$ cat config.mk
export PLATFORM = sky130hd
export DESIGN_NAME = mem_port_arbiter
export DESIGN_NICKNAME = d
export VERILOG_FILES = /design/src/verilog/mem_arb_pkg.sv /design/src/verilog/request_select.sv /design/src/verilog/tag_owner_table.sv /design/src/verilog/mem_port_arbiter.sv
export SDC_FILE = /design/constraint.sdc
export NUM_CORES = 1
export LEC_CHECK = 0
export ABC_AREA = 1
export BUFFER_PORTS_ARGS = -buffer_cell sky130_fd_sc_hd__clkbuf_2
export CORE_AREA = 2 2 177 179
export DETAILED_ROUTE_END_ITERATION = 12
export DIE_AREA = 0 0 179 181
export PLACE_DENSITY_LB_ADDON = 0.1
export SLEW_MARGIN = 10
export SYNTH_ARGS = -nofsm -noshare
export SYNTH_HDL_FRONTEND = slang
export SYNTH_SLANG_ARGS = --single-unit
$ cat constraint.sdc
create_clock -name clock -period 4.95 [get_ports clock]
set_clock_uncertainty 0.2 [all_clocks]
set_input_delay 1.2375 -clock clock [delete_from_list [all_inputs] [get_ports clock]]
set_output_delay 1.2375 -clock clock [all_outputs]
set_load 0.005 [all_outputs]
$ cat src/verilog/mem_arb_pkg.sv
// memory port arbiter shared definitions
// widths, bus commands, access sizes and tag owner encoding
// used by the selector, the tag table and the testbench

package mem_arb_pkg;

    ////////////////////////////////////////////////////////////
    // widths
    ////////////////////////////////////////////////////////////

    // default address width of the port
    parameter int xlen = 32;

    // tag field width, zero tag reserved
    parameter int mem_tag_width = 4;

    // one table entry per tag value, entry 0 unused
    parameter int num_tags = 2 ** mem_tag_width;

    // doubleword memory data
    typedef logic [63:0] mem_data_t;

    // transaction tag, zero means none or refused
    typedef logic [mem_tag_width-1:0] mem_tag_t;

    ////////////////////////////////////////////////////////////
    // enums
    ////////////////////////////////////////////////////////////

    // memory command on the shared port
    typedef enum logic [1:0] {
        bus_none  = 2'h0,
        bus_load  = 2'h1,
        bus_store = 2'h2
    } bus_command_t;

    // access size of a command
    typedef enum logic [1:0] {
        size_byte   = 2'h0,
        size_half   = 2'h1,
        size_word   = 2'h2,
        size_double = 2'h3
    } mem_size_t;

    // which side owns an outstanding load tag
    typedef enum logic [1:0] {
        own_none  = 2'h0,
        own_data  = 2'h1,
        own_fetch = 2'h2
    } requester_t;

endpackage

$ cat src/verilog/request_select.sv
// request select for the shared memory port
// data side has priority, fetch issues doubleword loads when the data side is idle
// steers the same-cycle response back and reports accepted loads for tag tracking

`timescale 1ns/1ps

module request_select #(
    parameter int addr_width = 32
) (
    // fetch side
    input  logic                      fetch_request,
    input  logic [addr_width-1:0]     fetch_addr,

    // data side
    input  mem_arb_pkg::bus_command_t data_command,
    input  logic [addr_width-1:0]     data_addr,
    input  mem_arb_pkg::mem_data_t    data_wdata,
    input  mem_arb_pkg::mem_size_t    data_size,

    // same-cycle answer from memory
    input  mem_arb_pkg::mem_tag_t     mem_response,

    // command to memory
    output mem_arb_pkg::bus_command_t mem_command,
    output logic [addr_width-1:0]     mem_addr,
    output mem_arb_pkg::mem_data_t    mem_wdata,
    output mem_arb_pkg::mem_size_t    mem_size,

    // acceptance back to requesters
    output mem_arb_pkg::mem_tag_t     fetch_response,
    output mem_arb_pkg::mem_tag_t     data_response,
    output logic                      fetch_stall,
    output logic                      data_stall,

    // accepted load, to the tag table
    output mem_arb_pkg::requester_t   issue_owner,
    output mem_arb_pkg::mem_tag_t     issue_tag
);

    logic data_present;
    logic fetch_on_bus;
    logic accepted;

    ////////////////////////////////////////////////////////////
    // command mux
    ////////////////////////////////////////////////////////////

    // any data command takes the port
    assign data_present = (data_command != mem_arb_pkg::bus_none);

    // fetch only goes out when data is idle
    assign fetch_on_bus = fetch_request && !data_present;

    always_comb begin
        if (data_present) begin
            mem_command = data_command;
            mem_addr    = data_addr;
            mem_wdata   = data_wdata;
            mem_size    = data_size;
        end else begin
            // instruction fetch, always a full doubleword
            mem_command = fetch_request ? mem_arb_pkg::bus_load : mem_arb_pkg::bus_none;
            mem_addr    = fetch_addr;
            mem_wdata   = '0;
            mem_size    = mem_arb_pkg::size_double;
        end
    end

    ////////////////////////////////////////////////////////////
    // response steering and stalls
    ////////////////////////////////////////////////////////////

    // nonzero response is the tag of an accepted command
    assign accepted = (mem_response != '0);

    // only the side that owned the bus hears the tag
    assign data_response  = data_present ? mem_response : '0;
    assign fetch_response = fetch_on_bus ? mem_response : '0;

    // refused data command must be held
    assign data_stall = data_present && !accepted;

    // fetch waits when refused or when pushed off by data
    assign fetch_stall = fetch_request && !(fetch_on_bus && accepted);

    ////////////////////////////////////////////////////////////
    // load issue report
    ////////////////////////////////////////////////////////////

    always_comb begin
        issue_owner = mem_arb_pkg::own_none;
        // stores never return data, so nothing to record
        if (accepted && mem_command == mem_arb_pkg::bus_load) begin
            issue_owner = data_present ? mem_arb_pkg::own_data : mem_arb_pkg::own_fetch;
        end
        issue_tag = (issue_owner != mem_arb_pkg::own_none) ? mem_response : '0;
    end

endmodule

$ cat src/verilog/tag_owner_table.sv
// tag owner table for the shared memory port
// records which side issued each accepted load tag
// routes returning load data to that side and frees the entry

`timescale 1ns/1ps

module tag_owner_table (
    input  logic                    clock,
    input  logic                    reset,

    // accepted load from the selector
    input  mem_arb_pkg::requester_t issue_owner,
    input  mem_arb_pkg::mem_tag_t   issue_tag,

    // returning load data from memory
    input  mem_arb_pkg::mem_tag_t   mem_tag,
    input  mem_arb_pkg::mem_data_t  mem_rdata,

    // routed returns
    output mem_arb_pkg::mem_tag_t   fetch_tag,
    output mem_arb_pkg::mem_data_t  fetch_rdata,
    output mem_arb_pkg::mem_tag_t   data_tag,
    output mem_arb_pkg::mem_data_t  data_rdata
);

    // one owner per tag value
    mem_arb_pkg::requester_t owner_table [mem_arb_pkg::num_tags];
    mem_arb_pkg::requester_t owner_next  [mem_arb_pkg::num_tags];

    // owner of the tag coming back this cycle
    mem_arb_pkg::requester_t ret_owner;
    logic                    ret_valid;
    logic                    issue_valid;

    ////////////////////////////////////////////////////////////
    // table update
    ////////////////////////////////////////////////////////////

    // zero tag means nothing is returning
    assign ret_valid = (mem_tag != '0);

    // tag zero is the refused answer, never an entry
    assign issue_valid = (issue_owner != mem_arb_pkg::own_none) && (issue_tag != '0);

    always_comb begin
        owner_next = owner_table;
        // free on return
        if (ret_valid) begin
            owner_next[mem_tag] = mem_arb_pkg::own_none;
        end
        // a re-issue of the tag just freed keeps the new owner
        if (issue_valid) begin
            owner_next[issue_tag] = issue_owner;
        end
    end

    always_ff @(posedge clock or posedge reset) begin
        if (reset) begin
            for (int i = 0; i < mem_arb_pkg::num_tags; i++) begin
                owner_table[i] <= mem_arb_pkg::own_none;
            end
        end else begin
            owner_table <= owner_next;
        end
    end

    ////////////////////////////////////////////////////////////
    // return routing
    ////////////////////////////////////////////////////////////

    // lookup uses the registered table, so a return can come
    // at the earliest one cycle after acceptance
    assign ret_owner = owner_table[mem_tag];

    always_comb begin
        fetch_tag   = '0;
        fetch_rdata = '0;
        data_tag    = '0;
        data_rdata  = '0;
        if (ret_valid) begin
            case (ret_owner)
                mem_arb_pkg::own_data: begin
                    data_tag   = mem_tag;
                    data_rdata = mem_rdata;
                end
                mem_arb_pkg::own_fetch: begin
                    fetch_tag   = mem_tag;
                    fetch_rdata = mem_rdata;
                end
                default: begin
                    // stray tag, nobody sees it
                end
            endcase
        end
    end

    ////////////////////////////////////////////////////////////
    // checks
    ////////////////////////////////////////////////////////////

    // memory hands out only free tags, except one freed this very cycle
    issue_tag_free: assert property (
        @(posedge clock) disable iff (reset)
        (issue_owner != mem_arb_pkg::own_none) |->
            ((owner_table[issue_tag] == mem_arb_pkg::own_none) ||
             (ret_valid && mem_tag == issue_tag))
    ) else $error("issued tag %0d already outstanding", issue_tag);

    // every return matches a load accepted earlier
    return_tag_outstanding: assert property (
        @(posedge clock) disable iff (reset)
        ret_valid |-> (owner_table[mem_tag] != mem_arb_pkg::own_none)
    ) else $error("returned tag %0d not outstanding", mem_tag);

    // selector reports an owner only with a real acceptance tag
    issue_tag_nonzero: assert property (
        @(posedge clock) disable iff (reset)
        (issue_owner != mem_arb_pkg::own_none) |-> (issue_tag != '0)
    ) else $error("load recorded with tag zero");

endmodule

$ cat src/verilog/mem_port_arbiter.sv
// memory port arbiter top
// shares one memory port between instruction fetch and load/store
// many loads may be outstanding, returns are routed by tag

`timescale 1ns/1ps

module mem_port_arbiter #(
    parameter int addr_width = mem_arb_pkg::xlen
) (
    input  logic                      clock,
    input  logic                      reset,

    // fetch side
    input  logic                      fetch_request,
    input  logic [addr_width-1:0]     fetch_addr,
    output mem_arb_pkg::mem_tag_t     fetch_response,
    output mem_arb_pkg::mem_tag_t     fetch_tag,
    output mem_arb_pkg::mem_data_t    fetch_rdata,
    output logic                      fetch_stall,

    // data side
    input  mem_arb_pkg::bus_command_t data_command,
    input  logic [addr_width-1:0]     data_addr,
    input  mem_arb_pkg::mem_data_t    data_wdata,
    input  mem_arb_pkg::mem_size_t    data_size,
    output mem_arb_pkg::mem_tag_t     data_response,
    output mem_arb_pkg::mem_tag_t     data_tag,
    output mem_arb_pkg::mem_data_t    data_rdata,
    output logic                      data_stall,

    // memory port
    output mem_arb_pkg::bus_command_t mem_command,
    output logic [addr_width-1:0]     mem_addr,
    output mem_arb_pkg::mem_data_t    mem_wdata,
    output mem_arb_pkg::mem_size_t    mem_size,
    input  mem_arb_pkg::mem_tag_t     mem_response,
    input  mem_arb_pkg::mem_tag_t     mem_tag,
    input  mem_arb_pkg::mem_data_t    mem_rdata
);

    // accepted load, selector to table
    mem_arb_pkg::requester_t issue_owner;
    mem_arb_pkg::mem_tag_t   issue_tag;

    ////////////////////////////////////////////////////////////
    // command side
    ////////////////////////////////////////////////////////////

    request_select #(
        .addr_width (addr_width)
    ) i_request_select (
        .fetch_request  (fetch_request),
        .fetch_addr     (fetch_addr),
        .data_command   (data_command),
        .data_addr      (data_addr),
        .data_wdata     (data_wdata),
        .data_size      (data_size),
        .mem_response   (mem_response),
        .mem_command    (mem_command),
        .mem_addr       (mem_addr),
        .mem_wdata      (mem_wdata),
        .mem_size       (mem_size),
        .fetch_response (fetch_response),
        .data_response  (data_response),
        .fetch_stall    (fetch_stall),
        .data_stall     (data_stall),
        .issue_owner    (issue_owner),
        .issue_tag      (issue_tag)
    );

    ////////////////////////////////////////////////////////////
    // return side
    ////////////////////////////////////////////////////////////

    tag_owner_table i_tag_owner_table (
        .clock       (clock),
        .reset       (reset),
        .issue_owner (issue_owner),
        .issue_tag   (issue_tag),
        .mem_tag     (mem_tag),
        .mem_rdata   (mem_rdata),
        .fetch_tag   (fetch_tag),
        .fetch_rdata (fetch_rdata),
        .data_tag    (data_tag),
        .data_rdata  (data_rdata)
    );

endmodule

# Word level (Yosys, flattened, before mapping)
# Index checks and enable logic that the tools add are counted.
totals:
  out_inout_bits: 246
  romBits: 0
  memories: 0
  latchBits: 0
  input_bits: 207
  ramBits: 0
  reg_bits: 32
classes:
  addsub: 0
  eq_ne: 3
  mul: 0
  n_mux: 28
  bitwise_logic: 4
  shifts: 0
  reduce_logical: 16
  div_mod_pow: 0
  order_cmp: 4
ops:
  columns: ["cell", "n"]
  rows:
  - ["64-bit two-way mux", 5]
  - ["32-bit two-way mux", 3]
  - ["32-bit bitwise AND", 1]
  - ["32-bit bitwise mux", 1]
  - ["32-bit NOT", 1]
  - ["4-bit two-way mux", 7]
  - ["2-bit demux with 4-bit select", 2]
  - ["2-bit two-way mux", 8]
  - ["4-bit nonzero test", 3]
  - ["5-bit greater-or-equal comparator (second input constant)", 2]
  - ["5-bit by 1-bit < comparator with 1-bit output (second input constant)", 2]
  - ["4-bit NOT with 5-bit output", 2]
  - ["2-bit binary-select mux with 4-bit select", 1]
  - ["1-bit logical AND", 8]
  - ["2-bit by 1-bit == test with 1-bit output (second input constant)", 2]
  - ["2-bit nonzero test", 2]
  - ["1-bit logical NOT", 3]
  - ["2-bit == test (second input constant)", 1]
  - ["1-bit two-way mux", 1]

# Longest topological paths before layout
depth:
  ltp_word: 14
  ltp_mapped: 14

# By module
# From an unflattened synthesis, not the netlist that was laid out.
unflattened:
  hier_cells: 781
  hier_area_um2: 3787.4
by_module_without_submodules:
  columns: ["mod", "area_per_inst_um2", "seq_area_each_um2", "cells_per_inst", "instances"]
  rows:
  - ["tag_owner_table", 2725.1, 800.8, 509, 1]
  - ["request_select", 1062.3, 0.0, 272, 1]

# Worst setup path after synthesis
# Ideal clock, no wire load.
synth_timing:
  path_kind: "input to output"
  from: "input port mem_tag[0]"
  to: "output port fetch_rdata[54]"
  required_time_ns: 3.513
  setup_slack_ns: 1.170
  t_arrival_ns: 2.343
  path_stages: 13
  cell_sequence: "buf_6 -> buf_8 -> nand2_1 -> nand2_1 -> nand2_1 -> nand2_1 -> nand2_1 -> nand2_1 -> nor2_1 -> nand2_2 -> buf_6 -> buf_6 -> nor2_1"
synth_via:
  elab_chain_cells: 7
synth_lines:
  columns: ["element", "line", "text"]
  rows:
  - ["start: declaration", "mem_port_arbiter.sv:37", "input mem_arb_pkg::mem_tag_t mem_tag,"]
  - ["4-bit NOT with 5-bit output (implied by the code)", "tag_owner_table.sv:73", "assign ret_owner = owner_table[mem_tag];"]
  - ["2-bit binary-select mux with 4-bit select", "tag_owner_table.sv:73", null]
  - ["2-bit two-way mux (implied by the code) (2 in series)", "tag_owner_table.sv:73", null]
  - ["2-bit == test", "tag_owner_table.sv:81", "case (ret_owner)"]
  - ["64-bit two-way mux", "tag_owner_table.sv:81", null]
  - ["64-bit two-way mux *", "tag_owner_table.sv:80", "if (ret_valid) begin"]
  - ["end: declaration", "mem_port_arbiter.sv:18", "output mem_arb_pkg::mem_data_t fetch_rdata,"]
# Mark *: on every way between the ends. The rest lies on a longest branch, timed or not. The select of a mux whose other input is x is not followed.

# Worst setup path in the final report
layout_timing:
  from: "input port mem_tag[1]"
  to: "output port fetch_rdata[2]"
# The elaborated chain is that of the path after synthesis.

==> impl_metrics.yaml <==
final_layout:
  final_util_pct: 22.2
  multi_input_area_sq_um: 2490
  reg_top3: "i_tag_owner_table.owner_table: 32 flops"
  largest_reg_flops: 32
  area_growth_pct: 74.7
  nets: 1397
  seqCellArea_sq_um: 801
  fillers: 3682
  regMostFlops: "i_tag_owner_table.owner_table"
  drive_above_1_share_pct: 43.7
grt:
  grt.total_usage_pct: 15.0
  grt_pass1_wl_mm: 36.5
  grt_max_degree: 104
  grt_pass1_vias: 5916
  overflow: 0
  antenna_found_initial: 1
floorplan:
  row_count: 64
  die_area_sq_um: 32400
  pin_count: 453
  core_area_sq_um: 30300
  die_height_microns: 181
  die_w_microns: 179
  start_util_pct: 12.7
synthesis:
  synth_area_per_cell_sq_um: 5.10
  syn_nets: 963
  synth-simple-area-share_pct: 55.4
  yosys-top-cells-area: "nand2_1 (29%), dfrtp_1 (21%), nor2_1 (19%), inv_1 (7.5%), nor2_2 (5.2%)"
  synth_fa_ha_area_share_pct: 0
  synth_edf_count: 0
  ys_warn_count: 0
  seq_area_frac_synth_pct: 20.8
  synth.most_common_cell: "nand2_1"
  synth_cells: 756
  synth_compound_area_share_pct: 9.09
  yosysTopAreaCell: "nand2_1"
  syn_area_sq_um: 3860
  ys_ff_latch: 32
  synth.mux.area_fraction_pct: 0
  synth_ff_type: "dfrtp_1"
  synthTopCellsByCount: "nand2_1 (298), nor2_1 (194), inv_1 (77)"
  ys_types: 21
  synthArstFlopShare_pct: 100
  synth_top_family_by_area: "simple AND/OR/NAND/NOR gates"
  synthXorXnorAreaFrac_pct: 0
  yosysTopAreaCellShare_pct: 29.0
cts:
  cts-resized-gates: 0
  hold_buffers: 0
  cts_setup_buffers: 0
  clockBufferDepth: 2
  clock-sinks: 32
  cts_tree: "done"
  ctsRootBufferMaster: "clkbuf_16"
  clkTransAtPathRegs_ns: 0.05
  htreeDepth: 2
  numCtsBuffers: 5
  worstSkewPairLatency_ns: 0.27
setup_path:
  crit_fanout: 20
  r2r_slack_ns: 3.93
  path_class: "in2out"
  reg2reg_to: "i_tag_owner_table.owner_table[26]"
  critical_path_arrival_ns: 3.00
  reg2regPathDepth: 3
  end_kind: "output port"
  required_ns: 3.51
  r2r-start: "i_tag_owner_table.owner_table[26]"
  timing.critical_path.from_type: "primary input"
timing:
  worst_pin_slew_ns: 0.540
  finalMaxSlewViolations: 0
  rsz0062_at_grt: "false"
  timing.fmax_ghz: 0.225
  finalSetupViolations: 0
  finalHoldViolations: 0
  period_minus_slack_ns: 4.44
  setup_tns_ns: 0
  fin_crit_sh_pct: 89.7
  relSlewSlack_pct: 63.9
pwr:
  ir_drop_uv: 101
  power_density_nw_per_um2: 169
  leakagePower_uw: 0.00441
route:
  drcViolationCount: 0
  drt_wl_total_mm: 25.7
  vias_per_cell: 3.81
  drtIter0Drc: 181
  wire_per_inst_microns: 16.2
  vias: 6053
  dr.pass1.iters: 4
  final_antenna_net_count: 0
min_path:
  whs_path_depth: 0
  min_to: "i_tag_owner_table.owner_table[31]"
  min_from: "i_tag_owner_table.owner_table[31]"
  worstHoldPathType: "reg2reg"
placement:
  dp_hpwl_mm: 22.3
  port-buffer-count: 452
  place.gp.congestion: 0.838
outcome:
  outcome: "completed"
run:
  max_cap_viol_count: 0
critical path: stages:
cell	delay (ns)
clkbuf_2	0.22
inv_1	0.24
nand2_1	0.14
nand2_1	0.05
nand2_1	0.05
nand2_1	0.07
nor2_1	0.13
nand2_2	0.28
buf_12	0.27
nor2_1	0.15
clkbuf_2	0.15
metrics by stage:
| stage | worst slack [ns] | instance area [sq um] | hold slack, ns | instances | total power (uW) |
|---|---|---|---|---|---|
| global route | 0.145 | 6740 | 0.195 | 1588 | 1230 |
| CTS | 0.411 | 6730 | 0.183 | 1587 | 1160 |
| detailed placement | 0.418 | 6590 | 0.170 | 1579 | 842 |
| floorplan | 1.17 | 3860 | 0.229 | 756 | 541 |
| finish | 0.511 | 6740 | 0.178 | 1588 | 1140 |
| global placement | 0.412 | 6590 | 0.167 | 1579 | 849 |
cells by family (layout without fill, tap and decap cells):
kind of cell / count (synthesis) / count (layout)
compound gates: 56 / 56
flops: 32 / 32
other cells: 0 / 1
simple gates: 540 / 540
buf+inv: 128 / 563
metal layers:
metal	vias to the layer above	share of wire [%]	wire length (microns)	global-route usage [%]
met3	16	9.1	2330	3.47
met5	-	0	0	0
met4	0	2.2	563	4.49
li1	3088	-	-	-
met2	294	56	14300	30.9
met1	2655	33	8500	14.3
cell type report:
class	count	share of cell area [%]
Inverter	84	4.68
Tap cell	396	7.36
Sequential cell	32	11.9
Timing Repair Buffer	471	36.8
Antenna cell	1	0.0372
Clock buffer	8	2.17
Multi-Input combinational cell	596	37.0
how the worst max path moves through the flow:
stage	startpoint	to	cells past startpoint
floorplan	mem_tag[0]	fetch_rdata[54]	13
global placement	mem_tag[1]	fetch_rdata[2]	11
detailed placement	mem_tag[1]	fetch_rdata[2]	11
CTS	mem_tag[1]	fetch_rdata[2]	11
global route	mem_tag[1]	fetch_rdata[2]	11
finish	mem_tag[1]	fetch_rdata[2]	11
power by group:
group	leakage, uW	switching (uW)	internal, uW
Combinational	0.00391	302	226
Sequential	0.000433	13.4	284
Clock	0.0000712	111	201
cell usage in the layout (no fill, tap or decap):
cell	instances
clkbuf_2	452
nor2_1	193
clkinv_1	1
clkbuf_16	5
nand2_2	3
o21ai_0	27
dfrtp_1	32
buf_12	6
nor2_4	1
o21a_1	2
inv_2	6
a21boi_0	24
clkbuf_1	2
inv_1	77
nor2_2	32
and2_1	1
or2_2	2
nand3_1	10
o211ai_1	2
nand4_1	1
clkbuf_8	1
nand2_1	297
buf_4	13
diode_2	1
a21oi_1	1
No activity file was read; power rests on OpenSTA's default activity.
